[src/rtl/wbuf_pkg.sv]
package wbuf_pkg;

    // bus and line sizes
    localparam int ADDR_W     = 32;
    localparam int WORD_W     = 32;
    localparam int OFFSET_W   = 3;
    localparam int LINE_WORDS = 1 << OFFSET_W;
    localparam int LINE_W     = LINE_WORDS * WORD_W;

    // buffer depth and occupancy count width
    localparam int DEPTH = 4;
    localparam int CNT_W = $clog2(DEPTH + 1);

    // drain FSM encoding
    localparam int         ST_W    = 2;
    localparam logic [1:0] ST_IDLE = 2'd0;
    localparam logic [1:0] ST_ADDR = 2'd1;
    localparam logic [1:0] ST_DATA = 2'd2;
    localparam logic [1:0] ST_RESP = 2'd3;

    // one cache line with word 0 in the low bits and sent first
    typedef union packed {
        logic [LINE_W-1:0]                  flat;
        logic [LINE_WORDS-1:0][WORD_W-1:0]  words;
    } line_u;

endpackage

[src/rtl/write_buffer.sv]
`timescale 1ns/1ps

module write_buffer (
    input  logic                        clk,
    input  logic                        rstn,

    // insert port from the cache
    input  logic [wbuf_pkg::ADDR_W-1:0] in_addr,
    input  wbuf_pkg::line_u             in_data,
    input  logic                        in_valid,
    input  logic                        dma_busy,
    output logic                        in_ready,

    // same-cycle lookup
    input  logic [wbuf_pkg::ADDR_W-1:0] query_addr,
    output logic                        query_ok,
    output wbuf_pkg::line_u             query_data,

    // oldest entry towards the drain
    output logic [wbuf_pkg::ADDR_W-1:0] oldest_addr,
    output wbuf_pkg::line_u             oldest_line,
    output logic                        not_empty,
    input  logic                        pop,

    output logic [wbuf_pkg::CNT_W-1:0]  count
);

    import wbuf_pkg::*;

    // index 0 holds the newest entry
    logic [ADDR_W-1:0] entry_addr [DEPTH];
    logic [LINE_W-1:0] entry_line [DEPTH];

    logic              push;
    logic [DEPTH-1:0]  live;
    logic [DEPTH-1:0]  hit;

    assign in_ready  = (count < CNT_W'(DEPTH)) && !dma_busy;
    assign push      = in_valid && in_ready;
    assign not_empty = (count != '0);

    // push and pop on the same edge leave the count alone
    always_ff @(posedge clk) begin
        if (!rstn) begin
            count <= '0;
        end else if (push && !pop) begin
            count <= count + 1'b1;
        end else if (pop && !push) begin
            count <= count - 1'b1;
        end
    end

    // shift everything up one place on insert
    always_ff @(posedge clk) begin
        if (push) begin
            entry_addr[0] <= in_addr;
            entry_line[0] <= in_data.flat;
            for (int i = 1; i < DEPTH; i++) begin
                entry_addr[i] <= entry_addr[i-1];
                entry_line[i] <= entry_line[i-1];
            end
        end
    end

    // per-entry match limited to live entries
    always_comb begin
        for (int i = 0; i < DEPTH; i++) begin
            live[i] = CNT_W'(i) < count;
            hit[i]  = live[i] && (entry_addr[i] == query_addr);
        end
    end

    // walk from oldest to newest so the lowest index wins
    always_comb begin
        query_ok        = 1'b0;
        query_data.flat = '0;
        for (int i = DEPTH - 1; i >= 0; i--) begin
            if (hit[i]) begin
                query_ok        = 1'b1;
                query_data.flat = entry_line[i];
            end
        end
    end

    // oldest sits at count - 1
    always_comb begin
        oldest_addr      = '0;
        oldest_line.flat = '0;
        for (int i = 0; i < DEPTH; i++) begin
            if (count == CNT_W'(i + 1)) begin
                oldest_addr      = entry_addr[i];
                oldest_line.flat = entry_line[i];
            end
        end
    end

endmodule

[src/rtl/drain_ctrl.sv]
`timescale 1ns/1ps

module drain_ctrl (
    input  logic                        clk,
    input  logic                        rstn,

    // oldest buffer entry
    input  logic [wbuf_pkg::ADDR_W-1:0] oldest_addr,
    input  wbuf_pkg::line_u             oldest_line,
    input  logic                        not_empty,
    output logic                        pop,

    // write address channel
    output logic [wbuf_pkg::ADDR_W-1:0] aw_addr,
    output logic                        aw_valid,
    input  logic                        aw_ready,

    // write data channel
    output logic [wbuf_pkg::WORD_W-1:0] w_data,
    output logic                        w_valid,
    output logic                        w_last,
    input  logic                        w_ready,

    // write response channel
    input  logic                        b_valid,
    output logic                        b_ready
);

    import wbuf_pkg::*;

    logic [ST_W-1:0]     state;
    logic [ST_W-1:0]     next_state;
    logic [OFFSET_W-1:0] beat;
    logic [ADDR_W-1:0]   addr_q;
    line_u               line_q;

    logic aw_fire;
    logic w_fire;
    logic b_fire;
    logic last_beat;

    assign aw_fire   = aw_valid && aw_ready;
    assign w_fire    = w_valid && w_ready;
    assign b_fire    = b_valid && b_ready;
    assign last_beat = (beat == OFFSET_W'(LINE_WORDS - 1));

    always_comb begin
        next_state = state;
        case (state)
            ST_IDLE: begin
                if (not_empty) begin
                    next_state = ST_ADDR;
                end
            end
            ST_ADDR: begin
                if (aw_fire) begin
                    next_state = ST_DATA;
                end
            end
            ST_DATA: begin
                if (w_fire && last_beat) begin
                    next_state = ST_RESP;
                end
            end
            ST_RESP: begin
                if (b_fire) begin
                    next_state = ST_IDLE;
                end
            end
            default: begin
                next_state = ST_IDLE;
            end
        endcase
    end

    always_ff @(posedge clk) begin
        if (!rstn) begin
            state <= ST_IDLE;
            beat  <= '0;
        end else begin
            state <= next_state;
            if (aw_fire) begin
                beat <= '0;
            end else if (w_fire) begin
                beat <= beat + 1'b1;
            end
        end
    end

    // burst payload held until the burst is done
    always_ff @(posedge clk) begin
        if (state == ST_IDLE && not_empty) begin
            addr_q <= oldest_addr;
        end
        if (aw_fire) begin
            line_q <= oldest_line;
        end
    end

    assign aw_addr  = addr_q;
    assign aw_valid = (state == ST_ADDR);

    assign w_data  = line_q.words[beat];
    assign w_valid = (state == ST_DATA);
    assign w_last  = (state == ST_DATA) && last_beat;

    assign b_ready = (state == ST_RESP);

    // entry leaves only once memory has acknowledged it
    assign pop = b_fire;

endmodule

[src/rtl/wbuf_top.sv]
`timescale 1ns/1ps

module wbuf_top (
    input  logic                        clk,
    input  logic                        rstn,

    input  logic [wbuf_pkg::ADDR_W-1:0] in_addr,
    input  wbuf_pkg::line_u             in_data,
    input  logic                        in_valid,
    input  logic                        dma_busy,
    output logic                        in_ready,

    input  logic [wbuf_pkg::ADDR_W-1:0] query_addr,
    output logic                        query_ok,
    output wbuf_pkg::line_u             query_data,

    output logic [wbuf_pkg::ADDR_W-1:0] aw_addr,
    output logic                        aw_valid,
    input  logic                        aw_ready,
    output logic [wbuf_pkg::WORD_W-1:0] w_data,
    output logic                        w_valid,
    output logic                        w_last,
    input  logic                        w_ready,
    input  logic                        b_valid,
    output logic                        b_ready,

    output logic [wbuf_pkg::CNT_W-1:0]  pending
);

    import wbuf_pkg::*;

    // buffer to drain
    logic [ADDR_W-1:0] oldest_addr;
    line_u             oldest_line;
    logic              not_empty;
    logic              pop;

    write_buffer write_buffer_inst (
        .clk         (clk),
        .rstn        (rstn),
        .in_addr     (in_addr),
        .in_data     (in_data),
        .in_valid    (in_valid),
        .dma_busy    (dma_busy),
        .in_ready    (in_ready),
        .query_addr  (query_addr),
        .query_ok    (query_ok),
        .query_data  (query_data),
        .oldest_addr (oldest_addr),
        .oldest_line (oldest_line),
        .not_empty   (not_empty),
        .pop         (pop),
        .count       (pending)
    );

    drain_ctrl drain_ctrl_inst (
        .clk         (clk),
        .rstn        (rstn),
        .oldest_addr (oldest_addr),
        .oldest_line (oldest_line),
        .not_empty   (not_empty),
        .pop         (pop),
        .aw_addr     (aw_addr),
        .aw_valid    (aw_valid),
        .aw_ready    (aw_ready),
        .w_data      (w_data),
        .w_valid     (w_valid),
        .w_last      (w_last),
        .w_ready     (w_ready),
        .b_valid     (b_valid),
        .b_ready     (b_ready)
    );

endmodule

[config.mk]
export PLATFORM = sky130hd
export DESIGN_NAME = wbuf_top
export DESIGN_NICKNAME = d
export VERILOG_FILES = /design/src/rtl/wbuf_pkg.sv /design/src/rtl/write_buffer.sv /design/src/rtl/drain_ctrl.sv /design/src/rtl/wbuf_top.sv
export SDC_FILE = /design/constraint.sdc
export NUM_CORES = 2
export LEC_CHECK = 0
export BUFFER_PORTS_ARGS = -buffer_cell sky130_fd_sc_hd__buf_4
export CAP_MARGIN = 5
export CORE_ASPECT_RATIO = 1.75
export CORE_MARGIN = 2
export CORE_UTILIZATION = 40
export CTS_CLUSTER_DIAMETER = 100
export DETAILED_ROUTE_END_ITERATION = 8
export GPL_TIMING_DRIVEN = 0
export SLEW_MARGIN = 15
export SYNTH_ARGS = -nofsm -noshare
export SYNTH_HDL_FRONTEND = slang
export SYNTH_SLANG_ARGS = --single-unit
[constraint.sdc]
create_clock -name clk -period 43.2 [get_ports clk]
set_input_delay 10.8 -clock clk [delete_from_list [all_inputs] [get_ports clk]]
set_output_delay 10.8 -clock clk [all_outputs]
set_load 0.02 [all_outputs]
# Word level (Yosys, flattened, before mapping)
# Memory sizes are Yosys's and may differ from the RTL's.
# Cells that the tools add are included.
[word_totals] ramBits=1152 elab_cells=82 in_bits=327 memories=2 ff_bits=296
[op_classes] reduce_logical=22 n_eq_ne=16 add_sub_neg=3 magnitude_cmp=6 n_bitwise=1 mux=27
[memory_table] name="write_buffer_inst.entry_line" words=4 word_bits=256 rd=4 rd_ports_with_merged_regs=0 write_ports=4 line="write_buffer.sv:32" text="logic [LINE_W-1:0] entry_line [DEPTH];"
[memory_table] name="write_buffer_inst.entry_addr" words=4 word_bits=32 rd=4 rd_ports_with_merged_regs=0 write_ports=4 line="write_buffer.sv:31" text="logic [ADDR_W-1:0] entry_addr [DEPTH];"
[ops] cell="$mux 256" count=8
[ops] cell="$mux 32" count=5
[ops] cell="$eq 32x32->1" count=4
[ops] cell="$bmux 32 s3" count=1
[ops] cell="$logic_and 1x1->1" count=14
[ops] cell="$mux 2" count=4
[ops] cell="$pmux 2 s4" count=1
[ops] cell="$add 3x1->3 const B" count=2
[ops] cell="$eq 3x2->1 const B" count=2
[ops] cell="$eq 3x3->1 const B" count=2
[ops] cell="$lt 1x3->1 const A" count=2
[ops] cell="$lt 2x3->1 const A" count=2
[ops] cell="$mux 1" count=6
[ops] cell="$mux 3" count=2
[ops] cell="$ne 2x2->1 const B" count=3
[ops] cell="$eq 2x2->1 const B" count=2
[ops] cell="$lt 3x4->1 const B" count=1
[ops] cell="$reduce_and 4->1" count=1
[ops] cell="$eq 3x1->1 const B" count=1
[ops] cell="$logic_not 1->1" count=3
[ops] cell="$lt 3x3->1 const B" count=1
[ops] cell="$reduce_bool 3->1" count=1
[ops] cell="$sub 3x1->3 const B" count=1
[ops] cell="$eq 2x1->1 const B" count=1
[ops] cell="other kinds (5)" count=5

# Longest topological paths before layout
[logic_depth] word_depth=7 depth_mapped=10 mapped_depth_nobuf=7

# Hierarchy
# From an unflattened synthesis, not the netlist that was laid out.
[unflattened] cells_unflattened=4957 hier_area_um2=67125.6
[modules_own_cells] module="write_buffer" n_inst=1 cells_per_inst=4518 area_each_um2=56197.6
[modules_own_cells] module="drain_ctrl" n_inst=1 cells_per_inst=439 area_each_um2=10928.0

# Least setup slack after synthesis
# No wires, ideal clock.
[synth_path] path_type="input to register" startpoint="in dma_busy" endpoint="reg write_buffer_inst.count[2] (netlist bit)" setup_slack_ps=2227 path_buffers=0 arrival_time_ps=40898 stages=5 required_ps=43124 setup_time_ps=76 path_cell_list="nor2_1 -> and2_1 -> ha_1 -> or3_1 -> a21boi_0"
[synth_via] elab_chain_cells=6
[synth_lines] element="from (decl)" line="wbuf_top.sv:10" text="input logic dma_busy,"
[synth_lines] element="$logic_not 1->1 (*)" line="write_buffer.sv:38" text="assign in_ready = (count < CNT_W'(DEPTH)) && !dma_busy;"
[synth_lines] element="$logic_and 1x1->1 (*)" line="write_buffer.sv:38"
[synth_lines] element="$logic_and 1x1->1 (*)" line="write_buffer.sv:39" text="assign push = in_valid && in_ready;"
[synth_lines] element="via write_buffer_inst.push" line="write_buffer.sv:34" text="logic push;"
[synth_lines] element="$logic_not 1->1" line="write_buffer.sv:48" text="end else if (pop && !push) begin"
[synth_lines] element="$logic_and 1x1->1" line="write_buffer.sv:48"
[synth_lines] element="$reduce_bool 2->1 (no source line)"
[synth_lines] element="to (signal assigned)" line="write_buffer.sv:47" text="count <= count + 1'b1;"
[synth_lines] element="to (signal assigned)" line="write_buffer.sv:49" text="count <= count - 1'b1;"
[synth_lines] element="to (decl)" line="write_buffer.sv:25" text="output logic [wbuf_pkg::CNT_W-1:0] count"
# The timed path passes the listed nets; every way through them passes the cells marked *.
# A chain may end at the register's enable or synchronous reset.

==> results.py <==
metrics = {
    "sta": {
        "slew_headroom_pct": 11.8,
        "fmax_mhz": 38.3,
        "rsz0062_at_grt": "false",
        "slew_viol_final": 0,
        "layout_setup_ws_ns": 17.08,
        "fin_crit_sh_pct": 60.5,
        "worst_pin_slew_ns": 1.32,
        "hold_viol_final": 0,
        "setup_viol": 0,
        "finClkSkew_ns": 0.0453,
        "finalCriticalPeriod_ns": 26.12,
    },
    "routing": {
        "ant_nets": 0,
        "dr.pass1.iters": 9,
        "detail_route.wl_per_cell_um": 32.3,
        "vias": 49800,
        "drt-vias-per-instance": 6.24,
        "drtIter0Drc": 6559,
        "totalWireLength_um": 257000,
        "drc": 0,
    },
    "clock_network": {
        "cts_max_level": 4,
        "cts_tree": "built",
        "root_buffer": "clkbuf_16",
        "cts-buffers-inserted": 151,
        "clock-sinks": 1448,
        "clk_latency_ns": 0.80,
        "cts_hold_buf": 0,
        "clk_pin_slew_ns": 0.06,
        "post_cts_resized": 0,
        "cts_buffer_depth": 4,
        "cts_setup_buffers": 0,
    },
    "floorplanning": {
        "die_y_um": 536,
        "die-area_um2": 165000,
        "start_util_pct": 40.2,
        "coreArea_um2": 161000,
        "fp.dieW_um": 308,
        "rows": 195,
        "io_pins": 656,
    },
    "setup_path": {
        "crit_fanout": 10,
        "critPathRequiredTime_ns": 32.40,
        "rr_startpoint": "write_buffer_inst.count[0]",
        "path_class": "in2out",
        "worst-path-buf-inv": 4,
        "crit_path_end_kind": "output pin",
        "critPathSlowestCell": "nand4_1",
        "timing.critical_path.max_delay_family": "simple AND/OR/NAND/NOR gates",
        "r2r-end": "drain_ctrl_inst.line_q[94]",
        "cp.arrival_ns": 15.32,
        "crit_path_max_incr_delay_ns": 1.06,
        "worst-r2r-cell-count": 8,
        "rrSetupSlack_ns": 38.31,
        "startpoint_type": "primary input",
        "crit_chain": "buf_4, xor2_1, nor4_1, nand4_1, clkbuf_1, clkbuf_1, nor4_2, a311oi_1, o21ai_1, buf_4",
    },
    "global_routing": {
        "grt_antenna_before_repair": 29,
        "grt_pass1_vias": 48600,
        "grt_pass1_wl_um": 356000,
        "grt_util_all_layers_pct": 30.2,
        "grt_max_degree": 63,
        "grt_overflow_total": 0,
    },
    "synth": {
        "synthCells": 4926,
        "synth_warnings": 0,
        "ys_types": 34,
        "synth_nets": 5265,
        "ys_ff_latch": 1448,
        "synth_area_um2": 64700,
        "synth.avg_cell_area_um2": 13.1,
        "seq_area_frac_synth_pct": 67.1,
    },
    "worst_hold_path": {
        "hold_path_end": "write_buffer_inst.entry_line[1][74]",
        "hold_start": "write_buffer_inst.entry_line[0][74]",
        "hold_depth": 0,
        "hold_path_class": "reg2reg",
    },
    "placed_design": {
        "placed_area_um2": 73100,
        "place_ws_ns": 17.36,
        "place_hpwl_um": 189000,
        "gp_congestion": 0.973,
        "dp_cells": 7689,
        "numPortBuffers": 655,
    },
    "finish": {
        "stdcell_area_um2": 78000,
        "fin_nets": 6113,
        "multi_input_area_um2": 18400,
        "mostFrequentLayoutCells": "edfxtp_1, buf_4, a22oi_1",
        "fillerInstances": 14300,
        "drive_above_1_share_pct": 19.2,
        "stdcell_count": 7973,
        "area_delta_synth_final_pct": 20.5,
        "final_common_cell": "edfxtp_1",
        "seq_area_um2": 43400,
    },
    "status": {
        "status": "complete, no violations",
    },
    "power": {
        "irDropWorstVdd_mv": 0.0303,
        "power_density_nw_per_um2": 45.8,
        "p_leak_nw": 27.0,
    },
    "run": {
        "drv_cap": 0,
    },
}
==> cells in the mapped netlist <==
library cell / count / area share [%]
a21boi_0: 3 / 0.035
a21oi_1: 3 / 0.023
a22oi_1: 576 / 6.7
a311oi_1: 257 / 3.5
and2_1: 5 / 0.048
and3_1: 256 / 2.5
buf_1: 44 / 0.26
buf_2: 88 / 0.68
buf_6: 1 / 0.017
clkbuf_1: 354 / 2.1
dfxtp_1: 8 / 0.25
edfxtp_1: 1440 / 67
ha_1: 12 / 0.23
inv_1: 263 / 1.5
mux2_2: 32 / 0.56
mux2i_1: 2 / 0.031
mux4_2: 64 / 2.2
nand2_1: 262 / 1.5
nand2b_1: 1 / 0.0097
nand3_1: 9 / 0.070
nand4_1: 8 / 0.077
nor2_1: 5 / 0.029
nor2b_1: 2 / 0.019
nor3_1: 9 / 0.070
nor3b_1: 1 / 0.012
nor4_1: 282 / 2.7
nor4_2: 1 / 0.019
o21ai_0: 353 / 2.7
o21ai_1: 449 / 3.5
o22ai_1: 1 / 0.0097
or3_1: 2 / 0.019
or4_1: 2 / 0.023
xnor2_1: 18 / 0.24
xor2_1: 113 / 1.5
==> power by group <==
group          leakage, nW  internal, W  switching, W
logic                 11.2     0.000147      0.000319
registers             13.5      0.00170     0.0000835
clock network         2.32     0.000735      0.000584
total                 27.0      0.00258      0.000987
==> worst max path at each step <==
stage                     depth (start not counted)  slack [ns]                    endpoint           start
after global routing                             10       17.32             query_data[115]  query_addr[12]
after floorplan                                   5        2.23  write_buffer_inst.count[2]        dma_busy
final                                            10       17.08             query_data[115]  query_addr[12]
after global placement                            6      -10.02  write_buffer_inst.count[2]        dma_busy
after CTS                                        10       17.34             query_data[115]  query_addr[12]
after detailed placement                         10       17.36             query_data[115]  query_addr[12]
==> per-stage QoR <==
stage	util (%)	TNS (ns)	hold WS, ns	total power, W
after floorplan	-	0	0.445	0.00209
after global placement	44.8	-8302.19	0.451	0.00240
after detailed placement	45.4	0	0.460	0.00227
after CTS	48.4	0	0.462	0.00358
after global routing	48.4	0	0.480	0.00366
final	48.4	0	0.461	0.00357
==> metal layers <==
metal	wire length, µm	global-route usage, %
met4	20300	20.2
met1	91200	35.9
met2	123000	49.7
met5	89	0
met3	23000	5.81
==> flip-flops by register name (all words and copies together), names as in the netlist <==
signal,count
drain_ctrl_inst.aw_addr,32
drain_ctrl_inst.beat,3
drain_ctrl_inst.line_q,256
drain_ctrl_inst.state,2
write_buffer_inst.count,3
write_buffer_inst.entry_addr,128
write_buffer_inst.entry_line,1024
==> area by class of cell <==
type / count / area share, %
Multi-Input combinational cell: 2728 / 23.6
Clock inverter: 88 / 1.02
Timing Repair Buffer: 695 / 7.41
Antenna cell: 17 / 0.0546
Inverter: 263 / 1.27
Sequential cell: 1448 / 55.7
Buffer: 487 / 2.52
Tap cell: 2068 / 3.32
Clock buffer: 179 / 5.12
==> kinds of logic after synthesis <==
| family | after synthesis | synth area share (%) |
|---|---|---|
| AO/OA/AOI/OAI | 1642 | 16.4 |
| XOR/XNOR | 131 | 1.77 |
| adder cells (fa/ha/maj) | 12 | 0.232 |
| buffers and inverters | 750 | 4.53 |
| flip-flops | 1448 | 67.1 |
| multiplexers | 98 | 2.82 |
| AND/OR/NAND/NOR | 845 | 7.12 |
Power figures use the tool's default switching activity.
